==> config.mk <==
export PLATFORM = sky130hd
export DESIGN_NAME = cpu_core
export DESIGN_NICKNAME = d
export VERILOG_FILES = /design/src/cpu_types_pkg.sv /design/src/cpu_core.sv /design/src/result_writeback.sv /design/src/alu_execute.sv /design/src/instr_fetch_decode.sv /design/src/register_file.sv
export SDC_FILE = /design/constraint.sdc
export NUM_CORES = 2
export LEC_CHECK = 0
export BUFFER_PORTS_ARGS = -buffer_cell sky130_fd_sc_hd__buf_2
export CAP_MARGIN = 20
export CORE_MARGIN = 3
export CORE_UTILIZATION = 35
export DETAILED_ROUTE_END_ITERATION = 8
export GPL_TIMING_DRIVEN = 0
export MAX_ROUTING_LAYER = met4
export SLEW_MARGIN = 15
export SYNTH_ARGS = -nofsm -noshare
export SYNTH_HDL_FRONTEND = slang
export SYNTH_SLANG_ARGS = --single-unit
export TNS_END_PERCENT = 10
==> constraint.sdc <==
create_clock -name CLK -period 13.6 [get_ports CLK]
set_input_delay 0 -clock CLK [delete_from_list [all_inputs] [get_ports CLK]]
set_output_delay 0 -clock CLK [all_outputs]
set_load 0.1 [all_outputs]
==> src/cpu_types_pkg.sv <==
// cpu types
// word types, instruction encodings and the pipeline register layouts
// shared by every stage of the four-stage MIPS subset core
package cpu_types_pkg;

  // -------------------------------------------------------------------------
  // widths with a meaning
  typedef logic [31:0] word_t;
  typedef logic [4:0]  regsel_t;
  typedef logic [15:0] imm16_t;

  // -------------------------------------------------------------------------
  // instruction encodings
  typedef enum logic [5:0] {
    RTYPE = 6'b000000,
    J     = 6'b000010,
    JAL   = 6'b000011,
    BEQ   = 6'b000100,
    BNE   = 6'b000101,
    ADDIU = 6'b001001,
    SLTI  = 6'b001010,
    ANDI  = 6'b001100,
    ORI   = 6'b001101,
    LUI   = 6'b001111,
    LW    = 6'b100011,
    SW    = 6'b101011,
    HALT  = 6'b111111
  } opcode_t;

  typedef enum logic [5:0] {
    SLL  = 6'b000000,
    JR   = 6'b001000,
    ADDU = 6'b100001,
    SUBU = 6'b100011,
    AND  = 6'b100100,
    OR   = 6'b100101,
    SLT  = 6'b101010
  } funct_t;

  typedef enum logic [2:0] {
    ALU_ADD,
    ALU_SUB,
    ALU_AND,
    ALU_OR,
    ALU_SLT,
    ALU_SLL
  } aluop_t;

  // -------------------------------------------------------------------------
  // decode to execute register
  typedef struct packed {
    logic    valid;
    word_t   pc_plus4;
    word_t   instr;
    regsel_t rs;
    regsel_t rt;
    word_t   rdat1;
    word_t   rdat2;
    word_t   imm;
    regsel_t wsel;
    aluop_t  aluop;
    logic    alu_src;
    logic    reg_wr;
    logic    mem_rd;
    logic    mem_wr;
    logic    is_lui;
    logic    is_jal;
    logic    is_jr;
    logic    is_j;
    logic    is_beq;
    logic    is_bne;
    logic    halt;
  } decode_exec_t;

  // execute to result register
  typedef struct packed {
    logic    valid;
    regsel_t wsel;
    logic    reg_wr;
    logic    mem_rd;
    logic    mem_wr;
    logic    halt;
    // alu result, lui value or link address
    word_t   value;
    word_t   store_data;
    word_t   mem_addr;
  } exec_result_t;

  // data port outputs
  typedef struct packed {
    logic  dmemREN;
    logic  dmemWEN;
    word_t dmemaddr;
    word_t dmemstore;
  } mem_req_t;

endpackage
==> src/cpu_core.sv <==
`timescale 1ns/10ps
// cpu core top
// four-stage MIPS subset pipeline, fetch/decode, execute and result,
// around a write-through register file with plain level memory ports
module cpu_core #(
  parameter cpu_types_pkg::word_t PC_INIT = '0
) (
  input  logic                    CLK,
  input  logic                    nRST,
  input  cpu_types_pkg::word_t    imemload,
  input  logic                    ihit,
  input  cpu_types_pkg::word_t    dmemload,
  input  logic                    dhit,
  output cpu_types_pkg::word_t    imemaddr,
  output logic                    imemREN,
  output cpu_types_pkg::mem_req_t dmem,
  output logic                    halt
);

  // stage registers
  cpu_types_pkg::decode_exec_t de_reg;
  cpu_types_pkg::exec_result_t er_reg;
  // control flow back to fetch
  logic                        redirect;
  cpu_types_pkg::word_t        redirect_pc;
  logic                        freeze;
  // register file ports
  cpu_types_pkg::regsel_t      rsel1;
  cpu_types_pkg::regsel_t      rsel2;
  cpu_types_pkg::word_t        rdat1;
  cpu_types_pkg::word_t        rdat2;
  logic                        wen;
  cpu_types_pkg::regsel_t      wsel;
  cpu_types_pkg::word_t        wdat;

  instr_fetch_decode #(.PC_INIT(PC_INIT)) fetch_decode_i (
    .CLK, .nRST, .imemload, .ihit, .imemaddr, .imemREN,
    .freeze, .halt, .redirect, .redirect_pc,
    .rsel1, .rsel2, .rdat1, .rdat2, .de_reg
  );

  register_file regfile_i (
    .CLK, .nRST, .wen, .wsel, .wdat, .rsel1, .rsel2, .rdat1, .rdat2
  );

  alu_execute execute_i (
    .CLK, .nRST, .freeze, .de_reg, .er_reg, .redirect, .redirect_pc
  );

  result_writeback result_i (
    .CLK, .nRST, .er_reg, .dmemload, .dhit, .dmem,
    .wen, .wsel, .wdat, .freeze, .halt
  );

endmodule

==> src/result_writeback.sv <==
`timescale 1ns/10ps
// result stage
// issues data port requests, selects the write-back value, raises freeze
// on a pending data access and holds the sticky halt bit
module result_writeback (
  input  logic                        CLK,
  input  logic                        nRST,
  input  cpu_types_pkg::exec_result_t er_reg,
  input  cpu_types_pkg::word_t        dmemload,
  input  logic                        dhit,
  output cpu_types_pkg::mem_req_t     dmem,
  output logic                        wen,
  output cpu_types_pkg::regsel_t      wsel,
  output cpu_types_pkg::word_t        wdat,
  output logic                        freeze,
  output logic                        halt
);

  logic live;
  logic mem_op;
  logic done;

  // nothing in the result stage acts once halted
  assign live   = er_reg.valid && !halt;
  assign mem_op = er_reg.mem_rd || er_reg.mem_wr;
  // retire on dhit for memory ops, at once otherwise
  assign done   = live && (!mem_op || dhit);

  always_comb begin
    dmem.dmemREN   = live && er_reg.mem_rd;
    dmem.dmemWEN   = live && er_reg.mem_wr;
    dmem.dmemaddr  = er_reg.mem_addr;
    dmem.dmemstore = er_reg.store_data;
  end

  // register write
  assign wen  = done && er_reg.reg_wr;
  assign wsel = er_reg.wsel;
  assign wdat = er_reg.mem_rd ? dmemload : er_reg.value;

  // whole pipe holds on a waiting access or after halt
  assign freeze = halt || (live && mem_op && !dhit);

  always_ff @(posedge CLK or negedge nRST) begin
    if (!nRST) begin
      halt <= 1'b0;
    end else if (done && er_reg.halt) begin
      halt <= 1'b1;
    end
  end

endmodule

==> src/alu_execute.sv <==
`timescale 1ns/10ps
// execute stage
// forwards from the result stage, runs the ALU, resolves every branch and
// jump, and registers the outcome for the result stage
module alu_execute (
  input  logic                        CLK,
  input  logic                        nRST,
  input  logic                        freeze,
  input  cpu_types_pkg::decode_exec_t de_reg,
  output cpu_types_pkg::exec_result_t er_reg,
  output logic                        redirect,
  output cpu_types_pkg::word_t        redirect_pc
);

  logic                        fwd_ok;
  cpu_types_pkg::word_t        opa;
  cpu_types_pkg::word_t        opb;
  cpu_types_pkg::word_t        alu_b;
  cpu_types_pkg::word_t        alu_out;
  logic                        br_taken;
  cpu_types_pkg::word_t        br_target;
  cpu_types_pkg::word_t        j_target;
  cpu_types_pkg::exec_result_t er_next;

  // -------------------------------------------------------------------------
  // forwarding, loads never forward here
  assign fwd_ok = er_reg.valid && er_reg.reg_wr && !er_reg.mem_rd && er_reg.wsel != '0;
  assign opa    = (fwd_ok && er_reg.wsel == de_reg.rs) ? er_reg.value : de_reg.rdat1;
  assign opb    = (fwd_ok && er_reg.wsel == de_reg.rt) ? er_reg.value : de_reg.rdat2;
  assign alu_b  = de_reg.alu_src ? de_reg.imm : opb;

  // alu
  always_comb begin
    case (de_reg.aluop)
      cpu_types_pkg::ALU_SUB: alu_out = opa - alu_b;
      cpu_types_pkg::ALU_AND: alu_out = opa & alu_b;
      cpu_types_pkg::ALU_OR:  alu_out = opa | alu_b;
      cpu_types_pkg::ALU_SLT: alu_out = {31'b0, $signed(opa) < $signed(alu_b)};
      // rt shifted by shamt
      cpu_types_pkg::ALU_SLL: alu_out = alu_b << de_reg.instr[10:6];
      default:                alu_out = opa + alu_b;
    endcase
  end

  // -------------------------------------------------------------------------
  // branch and jump resolution
  assign br_taken  = (de_reg.is_beq && opa == opb) || (de_reg.is_bne && opa != opb);
  assign br_target = de_reg.pc_plus4 + {de_reg.imm[29:0], 2'b00};
  assign j_target  = {de_reg.pc_plus4[31:28], de_reg.instr[25:0], 2'b00};
  assign redirect  = de_reg.valid
                     && (br_taken || de_reg.is_j || de_reg.is_jal || de_reg.is_jr);

  always_comb begin
    if (de_reg.is_jr) begin
      redirect_pc = opa;
    end else if (de_reg.is_j || de_reg.is_jal) begin
      redirect_pc = j_target;
    end else begin
      redirect_pc = br_target;
    end
  end

  // next result register, value is the final non-load write
  always_comb begin
    er_next            = '0;
    er_next.valid      = de_reg.valid;
    er_next.wsel       = de_reg.wsel;
    er_next.reg_wr     = de_reg.reg_wr;
    er_next.mem_rd     = de_reg.mem_rd;
    er_next.mem_wr     = de_reg.mem_wr;
    er_next.halt       = de_reg.halt;
    er_next.store_data = opb;
    er_next.mem_addr   = alu_out;
    if (de_reg.is_lui) begin
      er_next.value = {de_reg.imm[15:0], 16'h0000};
    end else if (de_reg.is_jal) begin
      er_next.value = de_reg.pc_plus4;
    end else begin
      er_next.value = alu_out;
    end
  end

  always_ff @(posedge CLK or negedge nRST) begin
    if (!nRST) begin
      er_reg <= '0;
    end else if (!freeze) begin
      er_reg <= er_next;
    end
  end

endmodule

==> src/instr_fetch_decode.sv <==
`timescale 1ns/10ps
// fetch and decode stages
// holds the program counter and fetch register, decodes the fetched word
// into control fields and registers it for execute, stalls on load-use
module instr_fetch_decode #(
  parameter cpu_types_pkg::word_t PC_INIT = '0
) (
  input  logic                        CLK,
  input  logic                        nRST,
  input  cpu_types_pkg::word_t        imemload,
  input  logic                        ihit,
  output cpu_types_pkg::word_t        imemaddr,
  output logic                        imemREN,
  input  logic                        freeze,
  input  logic                        halt,
  input  logic                        redirect,
  input  cpu_types_pkg::word_t        redirect_pc,
  output cpu_types_pkg::regsel_t      rsel1,
  output cpu_types_pkg::regsel_t      rsel2,
  input  cpu_types_pkg::word_t        rdat1,
  input  cpu_types_pkg::word_t        rdat2,
  output cpu_types_pkg::decode_exec_t de_reg
);

  cpu_types_pkg::word_t        pc;
  logic                        fetched;
  logic                        fd_valid;
  cpu_types_pkg::word_t        fd_instr;
  cpu_types_pkg::word_t        fd_pc_plus4;
  cpu_types_pkg::opcode_t      op;
  cpu_types_pkg::funct_t       fn;
  cpu_types_pkg::imm16_t       imm16;
  cpu_types_pkg::decode_exec_t de_next;
  logic                        load_stall;

  // -------------------------------------------------------------------------
  // fetch
  assign imemaddr = pc;
  assign imemREN  = ~halt;
  // word delivered this cycle
  assign fetched  = imemREN && ihit;

  // instruction fields
  assign op    = cpu_types_pkg::opcode_t'(fd_instr[31:26]);
  assign fn    = cpu_types_pkg::funct_t'(fd_instr[5:0]);
  assign imm16 = fd_instr[15:0];
  assign rsel1 = fd_instr[25:21];
  assign rsel2 = fd_instr[20:16];

  // -------------------------------------------------------------------------
  // control decode
  always_comb begin
    de_next          = '0;
    de_next.valid    = fd_valid;
    de_next.pc_plus4 = fd_pc_plus4;
    de_next.instr    = fd_instr;
    de_next.rs       = rsel1;
    de_next.rt       = rsel2;
    de_next.rdat1    = rdat1;
    de_next.rdat2    = rdat2;
    // sign extension unless a logical immediate
    de_next.imm      = {{16{imm16[15]}}, imm16};
    de_next.wsel     = rsel2;
    de_next.aluop    = cpu_types_pkg::ALU_ADD;
    case (op)
      cpu_types_pkg::RTYPE: begin
        de_next.wsel   = fd_instr[15:11];
        de_next.reg_wr = 1'b1;
        case (fn)
          cpu_types_pkg::ADDU: de_next.aluop = cpu_types_pkg::ALU_ADD;
          cpu_types_pkg::SUBU: de_next.aluop = cpu_types_pkg::ALU_SUB;
          cpu_types_pkg::AND:  de_next.aluop = cpu_types_pkg::ALU_AND;
          cpu_types_pkg::OR:   de_next.aluop = cpu_types_pkg::ALU_OR;
          cpu_types_pkg::SLT:  de_next.aluop = cpu_types_pkg::ALU_SLT;
          cpu_types_pkg::SLL:  de_next.aluop = cpu_types_pkg::ALU_SLL;
          cpu_types_pkg::JR: begin
            de_next.is_jr  = 1'b1;
            de_next.reg_wr = 1'b0;
          end
          // unknown funct runs as a nop
          default: de_next.reg_wr = 1'b0;
        endcase
      end
      cpu_types_pkg::ADDIU: begin
        de_next.alu_src = 1'b1;
        de_next.reg_wr  = 1'b1;
      end
      cpu_types_pkg::SLTI: begin
        de_next.alu_src = 1'b1;
        de_next.reg_wr  = 1'b1;
        de_next.aluop   = cpu_types_pkg::ALU_SLT;
      end
      cpu_types_pkg::ANDI: begin
        de_next.alu_src = 1'b1;
        de_next.reg_wr  = 1'b1;
        de_next.aluop   = cpu_types_pkg::ALU_AND;
        de_next.imm     = {16'h0000, imm16};
      end
      cpu_types_pkg::ORI: begin
        de_next.alu_src = 1'b1;
        de_next.reg_wr  = 1'b1;
        de_next.aluop   = cpu_types_pkg::ALU_OR;
        de_next.imm     = {16'h0000, imm16};
      end
      cpu_types_pkg::LUI: begin
        de_next.reg_wr = 1'b1;
        de_next.is_lui = 1'b1;
      end
      cpu_types_pkg::LW: begin
        de_next.alu_src = 1'b1;
        de_next.reg_wr  = 1'b1;
        de_next.mem_rd  = 1'b1;
      end
      cpu_types_pkg::SW: begin
        de_next.alu_src = 1'b1;
        de_next.mem_wr  = 1'b1;
      end
      cpu_types_pkg::BEQ:  de_next.is_beq = 1'b1;
      cpu_types_pkg::BNE:  de_next.is_bne = 1'b1;
      cpu_types_pkg::J:    de_next.is_j = 1'b1;
      cpu_types_pkg::JAL: begin
        de_next.is_jal = 1'b1;
        de_next.reg_wr = 1'b1;
        // link register
        de_next.wsel   = 5'd31;
      end
      cpu_types_pkg::HALT: de_next.halt = 1'b1;
      default: ;
    endcase
  end

  // load in execute feeding the word in decode
  assign load_stall = fd_valid && de_reg.valid && de_reg.mem_rd && de_reg.wsel != '0
                      && (de_reg.wsel == rsel1 || de_reg.wsel == rsel2);

  // -------------------------------------------------------------------------
  // pc, fetch register, decode register
  always_ff @(posedge CLK or negedge nRST) begin
    if (!nRST) begin
      pc          <= PC_INIT;
      fd_valid    <= 1'b0;
      fd_instr    <= '0;
      fd_pc_plus4 <= '0;
      de_reg      <= '0;
    end else if (!freeze) begin
      if (redirect) begin
        // squash both younger slots
        pc       <= redirect_pc;
        fd_valid <= 1'b0;
        de_reg   <= '0;
      end else if (load_stall) begin
        // hold pc and fetch reg, bubble into execute
        de_reg <= '0;
      end else begin
        de_reg   <= de_next;
        fd_valid <= fetched;
        if (fetched) begin
          pc          <= pc + 32'd4;
          fd_instr    <= imemload;
          fd_pc_plus4 <= pc + 32'd4;
        end
      end
    end
  end

endmodule

==> src/register_file.sv <==
`timescale 1ns/10ps
// register file
// 31 general registers, two read ports and one write port
// a write in the same cycle is passed straight to the read ports
module register_file (
  input  logic                   CLK,
  input  logic                   nRST,
  input  logic                   wen,
  input  cpu_types_pkg::regsel_t wsel,
  input  cpu_types_pkg::word_t   wdat,
  input  cpu_types_pkg::regsel_t rsel1,
  input  cpu_types_pkg::regsel_t rsel2,
  output cpu_types_pkg::word_t   rdat1,
  output cpu_types_pkg::word_t   rdat2
);

  // no storage behind register 0
  cpu_types_pkg::word_t regs [31:1];

  always_ff @(posedge CLK or negedge nRST) begin
    if (!nRST) begin
      for (int i = 1; i < 32; i++) begin
        regs[i] <= '0;
      end
    end else if (wen && wsel != '0) begin
      regs[wsel] <= wdat;
    end
  end

  // read with write-through, r0 stays zero
  always_comb begin
    rdat1 = '0;
    rdat2 = '0;
    if (rsel1 != '0) begin
      rdat1 = (wen && wsel == rsel1) ? wdat : regs[rsel1];
    end
    if (rsel2 != '0) begin
      rdat2 = (wen && wsel == rsel2) ? wdat : regs[rsel2];
    end
  end

endmodule

==> results.txt <==
After detailed routing, the total wire length is 358 mm. STA classifies the critical path startpoint as a register. After clock tree synthesis, the clock-pin slew on the worst setup and hold paths is 0.06 ns. The combinational cell fraction of total power is 1.6%.

The longest clock path from root to sink contains 3 buffers. Along the worst path, the maximum fanout reaches 10. Across all register-to-register paths, the minimum setup slack is 5.40 ns. The via count of the first global-routing pass is 65.5k. The count of nets left with antenna violations once routing finished came out at 0.

The worst register-to-register path begins at fetch_decode_i.de_reg[10]. The fraction of layout instances using a drive strength above 1 was 17.7%; the minimum setup slack in the final design was 5.40 ns. The source-to-sink clock delay at the later pin of the worst-skew pair was 0.84 ns. STA puts the critical path data required time at 14.23 ns.

The aggregate global-route resource usage was 31.7%. The combined area of all synthesized cells was 0.0777 mm². The congestion estimate from routability-driven global placement came to 1.06. The run gives 0 as the detailed-route DRC error count. Setup repair after global routing left no endpoint under its margin. The worst setup path is captured at a register. In this run the power spent charging and discharging nets is 1.95 mW. For the core area, the log shows 0.220 mm². Clock skew on the completed layout was measured at 0.0742 ns. Summing the sequential cell areas from Yosys gives 43.1% of the chip area. The tools report the count of nets after finishing as 8077.

The internal power of the cells totals 6.41 mW. The final count of pins violating max slew was 0; the TritonCTS buffer count was 148. The clock network fraction of design power came out at 50.8%.

Pin placement for this block handled 168 I/O pins. The placed cell count was 10.6k; the post-layout instance count excluding filler cells was 11.0k. TritonCTS built the clock tree.

The run finished with clean final reports. The root buffer selected by CTS was sky130_fd_sc_hd__clkbuf_16. Across the run, the number of max-cap violations was 0. Counting flops and latches in the post-synthesis netlist gives 1339. The synthesized netlist net count is 7624, and the overall die height is 477 µm.

The detailed-route wire length per cell was 32.6 µm; the part of the total power dissipated in sequential elements was 47.6%. The tools report the overall die area as 0.228 mm². The critical setup path kind is reg2reg. The depth of the most critical reg-to-reg path is 18, and the synthesis warning total is 0.

For this run, the detailed router's first-pass iteration total came to 6. Counting every sink on the clock net gives 1339. Worst hold path class: in2reg.

The tools report the number of hold violations in the final report as 0. Maximum vdd drop: 0.101 mV. The total stage count of the critical path is 18, and the post-layout minimum cycle time is 8.20 ns.

The startpoint of the most critical setup path is fetch_decode_i.de_reg[10]. The fraction of synthesis flops using an asynchronous set or reset pin is 100%, and the switching fraction of total power is 23.4%. The number of port buffers was 167. Top cell family by delay on the critical path: compound AO/OA/AOI/OAI gates. For this run, the leading register cell type out of synthesis is sky130_fd_sc_hd__dfrtp_1. The flip-flop count of the largest register after layout is 992, and the power per cell area is 93.9 mW/mm². In the routed layout, each cell is associated on average with a via count of 6.06. The number of flops mapped to enable cells by yosys came out at 0.

For the worst setup path, the data arrival time is 8.83 ns. For the number of antenna violations at the first check in global routing, the log shows 27. For this run the aggregate overflow at the end of global routing stands at 0. The worst register-to-register path ends at execute_i.er_reg[27]. Once the clock tree was built, the setup fixing pass inserted 0 buffers.

The longest individual stage delay on the worst path was 0.87 ns. The tools report the post-synthesis cell type count as 90. Counting both buffers and inverters, the worst setup path holds a total of 5. Detailed routing inserted a total of 66.6k vias.

The transition time at the pin with the least slew margin is 1.34 ns. The critical path goes through clkbuf_1 -> buf_1 -> clkbuf_1 -> clkbuf_1 -> buf_1 -> a21oi_1 -> ha_1 -> o21bai_1 -> a21oi_1 -> o31ai_1 -> and3_1 -> o21ai_0 -> o2bb2ai_1 -> o41a_1 -> a22o_1 -> o21ai_0 -> nor3b_1 -> o21ai_0. Prior to clock tree synthesis, the placed netlist has a worst setup slack of 5.53 ns.

The first global-routing pass estimated 500 mm of wire. Setup violations remaining at the end of the flow were counted as 0. The first routing iteration left 8662 violations. The H-tree was split into 4 levels. Library cell contributing the largest single delay on the critical path: sky130_fd_sc_hd__o31ai_1. The floorplan row count was 172; the final-layout setup total negative slack was 0 ns.

Entering global routing, the biggest net connects 151 pins. The relative slew slack was 10.3%; the synthesized area per cell was 10.5 µm². Derived from the worst setup path, the maximum achievable clock frequency is 0.122 GHz. Compared with the post-synthesis result, the final layout area differs by 14.6%.

In this run the static leakage power is 37.3 nW. From left edge to right edge, the die measures 477 µm. Following the worst setup path forward leads to its endpoint at execute_i.er_reg[27]. Detailed placement ended at an HPWL of 289 mm. Worst hold slack after final layout: 0.0122 ns.

The worst path uses 60.3% of the clock period. The logs give 35.3% for the effective utilization at floorplan and 7427 for the post-synthesis cell count.
## power by group through the flow
stage	logic [mW]	clock network, mW	registers, mW
detailed placement	0.116	0	4.06
finish	0.132	4.25	3.98
floorplan	0.000321	0	4.06
global placement	0.104	0	4.06
global route	0.148	4.45	3.98
CTS	0.137	4.28	3.98
## kinds of logic (layout without fill, tap and decap cells)
logic type               count (synthesis)  count (layout)  synth area share (%)
AO/OA/AOI/OAI                         2054            2054                  15.9
other                                    0              13                     0
adder cells (fa/ha/maj)                129             129                  2.11
multiplexers                           945             945                  22.2
XOR/XNOR                               114             114                  1.29
buffers and inverters                  878            1455                  4.76
flip-flops                            1339            1339                  43.1
AND/OR/NAND/NOR                       1968            1968                  10.6
## cell usage in the layout (no fill, tap or decap), types with 33 or more instances in the layout
cell                               n
sky130_fd_sc_hd__dfrtp_1        1339
sky130_fd_sc_hd__nand2_1         841
sky130_fd_sc_hd__nor2_1          774
sky130_fd_sc_hd__a21oi_1         724
sky130_fd_sc_hd__o21ai_0         661
sky130_fd_sc_hd__mux4_2          611
sky130_fd_sc_hd__clkbuf_1        552
sky130_fd_sc_hd__buf_2           215
sky130_fd_sc_hd__a22o_1          201
sky130_fd_sc_hd__mux2i_1         195
sky130_fd_sc_hd__clkbuf_16       149
sky130_fd_sc_hd__inv_1           136
sky130_fd_sc_hd__mux2_2          129
sky130_fd_sc_hd__ha_1            126
sky130_fd_sc_hd__dlygate4sd3_1    83
sky130_fd_sc_hd__buf_4            81
sky130_fd_sc_hd__xnor2_1          75
sky130_fd_sc_hd__nand3_1          74
sky130_fd_sc_hd__buf_1            66
sky130_fd_sc_hd__o211ai_1         50
sky130_fd_sc_hd__nor3_1           42
sky130_fd_sc_hd__and3_1           41
sky130_fd_sc_hd__xor2_1           39
sky130_fd_sc_hd__a31oi_1          38
sky130_fd_sc_hd__a211oi_1         37
sky130_fd_sc_hd__clkinv_2         35
sky130_fd_sc_hd__o22ai_1          34
sky130_fd_sc_hd__o21ai_1          33
## stage by stage
| stage | cell area (µm²) | total power [mW] | utilization [%] |
|---|---|---|---|
| final | 89100 | 8.36 | 40.5 |
| after CTS | 88800 | 8.40 | 40.4 |
| after global placement | 82200 | 4.17 | 37.4 |
| after global routing | 89000 | 8.58 | 40.4 |
| after floorplan | 77700 | 4.06 | - |
| after detailed placement | 82900 | 4.17 | 37.7 |
## metal layers
layer | wire length, µm | vias up | GRT usage [%]
li1 | - | 28000 | -
met1 | 139000 | 34200 | 39.7
met2 | 166000 | 3622 | 49.3
met3 | 32500 | 684 | 6.21
met4 | 20300 | 0 | 14.9
met5 | 0 | - | -
## cell type report
cell class | instances | area [µm²]
antenna | 13 | 32.5
buffer | 739 | 3220
clock buffer | 201 | 4160
clock inverter | 73 | 923
fill | 21500 | 131000
inverter | 139 | 522
multi-input combinational | 5210 | 40500
sequential | 1339 | 33500
tap | 2958 | 3700
timing repair buffer | 303 | 2450
## how the worst min path moves through the flow
| stage | startpoint | to | cells after the start |
|---|---|---|---|
| 2_1_floorplan | nRST | execute_i.er_reg[0] | 0 |
| 3_3_place_gp | imemload[31] | fetch_decode_i.fd_instr[31] | 2 |
| 3_5_place_dp | nRST | execute_i.er_reg[3] | 1 |
| 4_1_cts | imemload[24] | fetch_decode_i.fd_instr[24] | 3 |
| 5_1_grt | imemload[25] | fetch_decode_i.fd_instr[25] | 3 |
| 6_report | imemload[25] | fetch_decode_i.fd_instr[25] | 3 |
## Yosys cell counts, types with 42 or more instances
library cell | instances | area [µm²]
sky130_fd_sc_hd__mux2i_1 | 202 | 2020
sky130_fd_sc_hd__nor3_1 | 42 | 210
sky130_fd_sc_hd__nand3_1 | 74 | 370
sky130_fd_sc_hd__a22o_1 | 201 | 1760
sky130_fd_sc_hd__mux4_2 | 611 | 13800
sky130_fd_sc_hd__dfrtp_1 | 1339 | 33500
sky130_fd_sc_hd__clkbuf_1 | 541 | 2030
sky130_fd_sc_hd__inv_1 | 136 | 510
sky130_fd_sc_hd__buf_1 | 80 | 300
sky130_fd_sc_hd__nor2_1 | 774 | 2910
sky130_fd_sc_hd__nand2_1 | 841 | 3160
sky130_fd_sc_hd__ha_1 | 126 | 1580
sky130_fd_sc_hd__mux2_2 | 129 | 1450
sky130_fd_sc_hd__o211ai_1 | 50 | 375
sky130_fd_sc_hd__o21ai_0 | 665 | 3330
sky130_fd_sc_hd__xnor2_1 | 75 | 657
sky130_fd_sc_hd__a21oi_1 | 724 | 3620
sky130_fd_sc_hd__buf_4 | 73 | 548
## tightest hold or removal path, delay by kind of cell
family	cells	cell delay [ns]
buffers and inverters	2	0.66
multiplexers	1	0.13
## timing repair
item | in CTS | in global routing
hold buffers | 82 | 2
gates resized for setup | 0 | 0
endpoints found under the hold margin | 512 | 2
No activity file was read; power rests on OpenSTA's default activity.
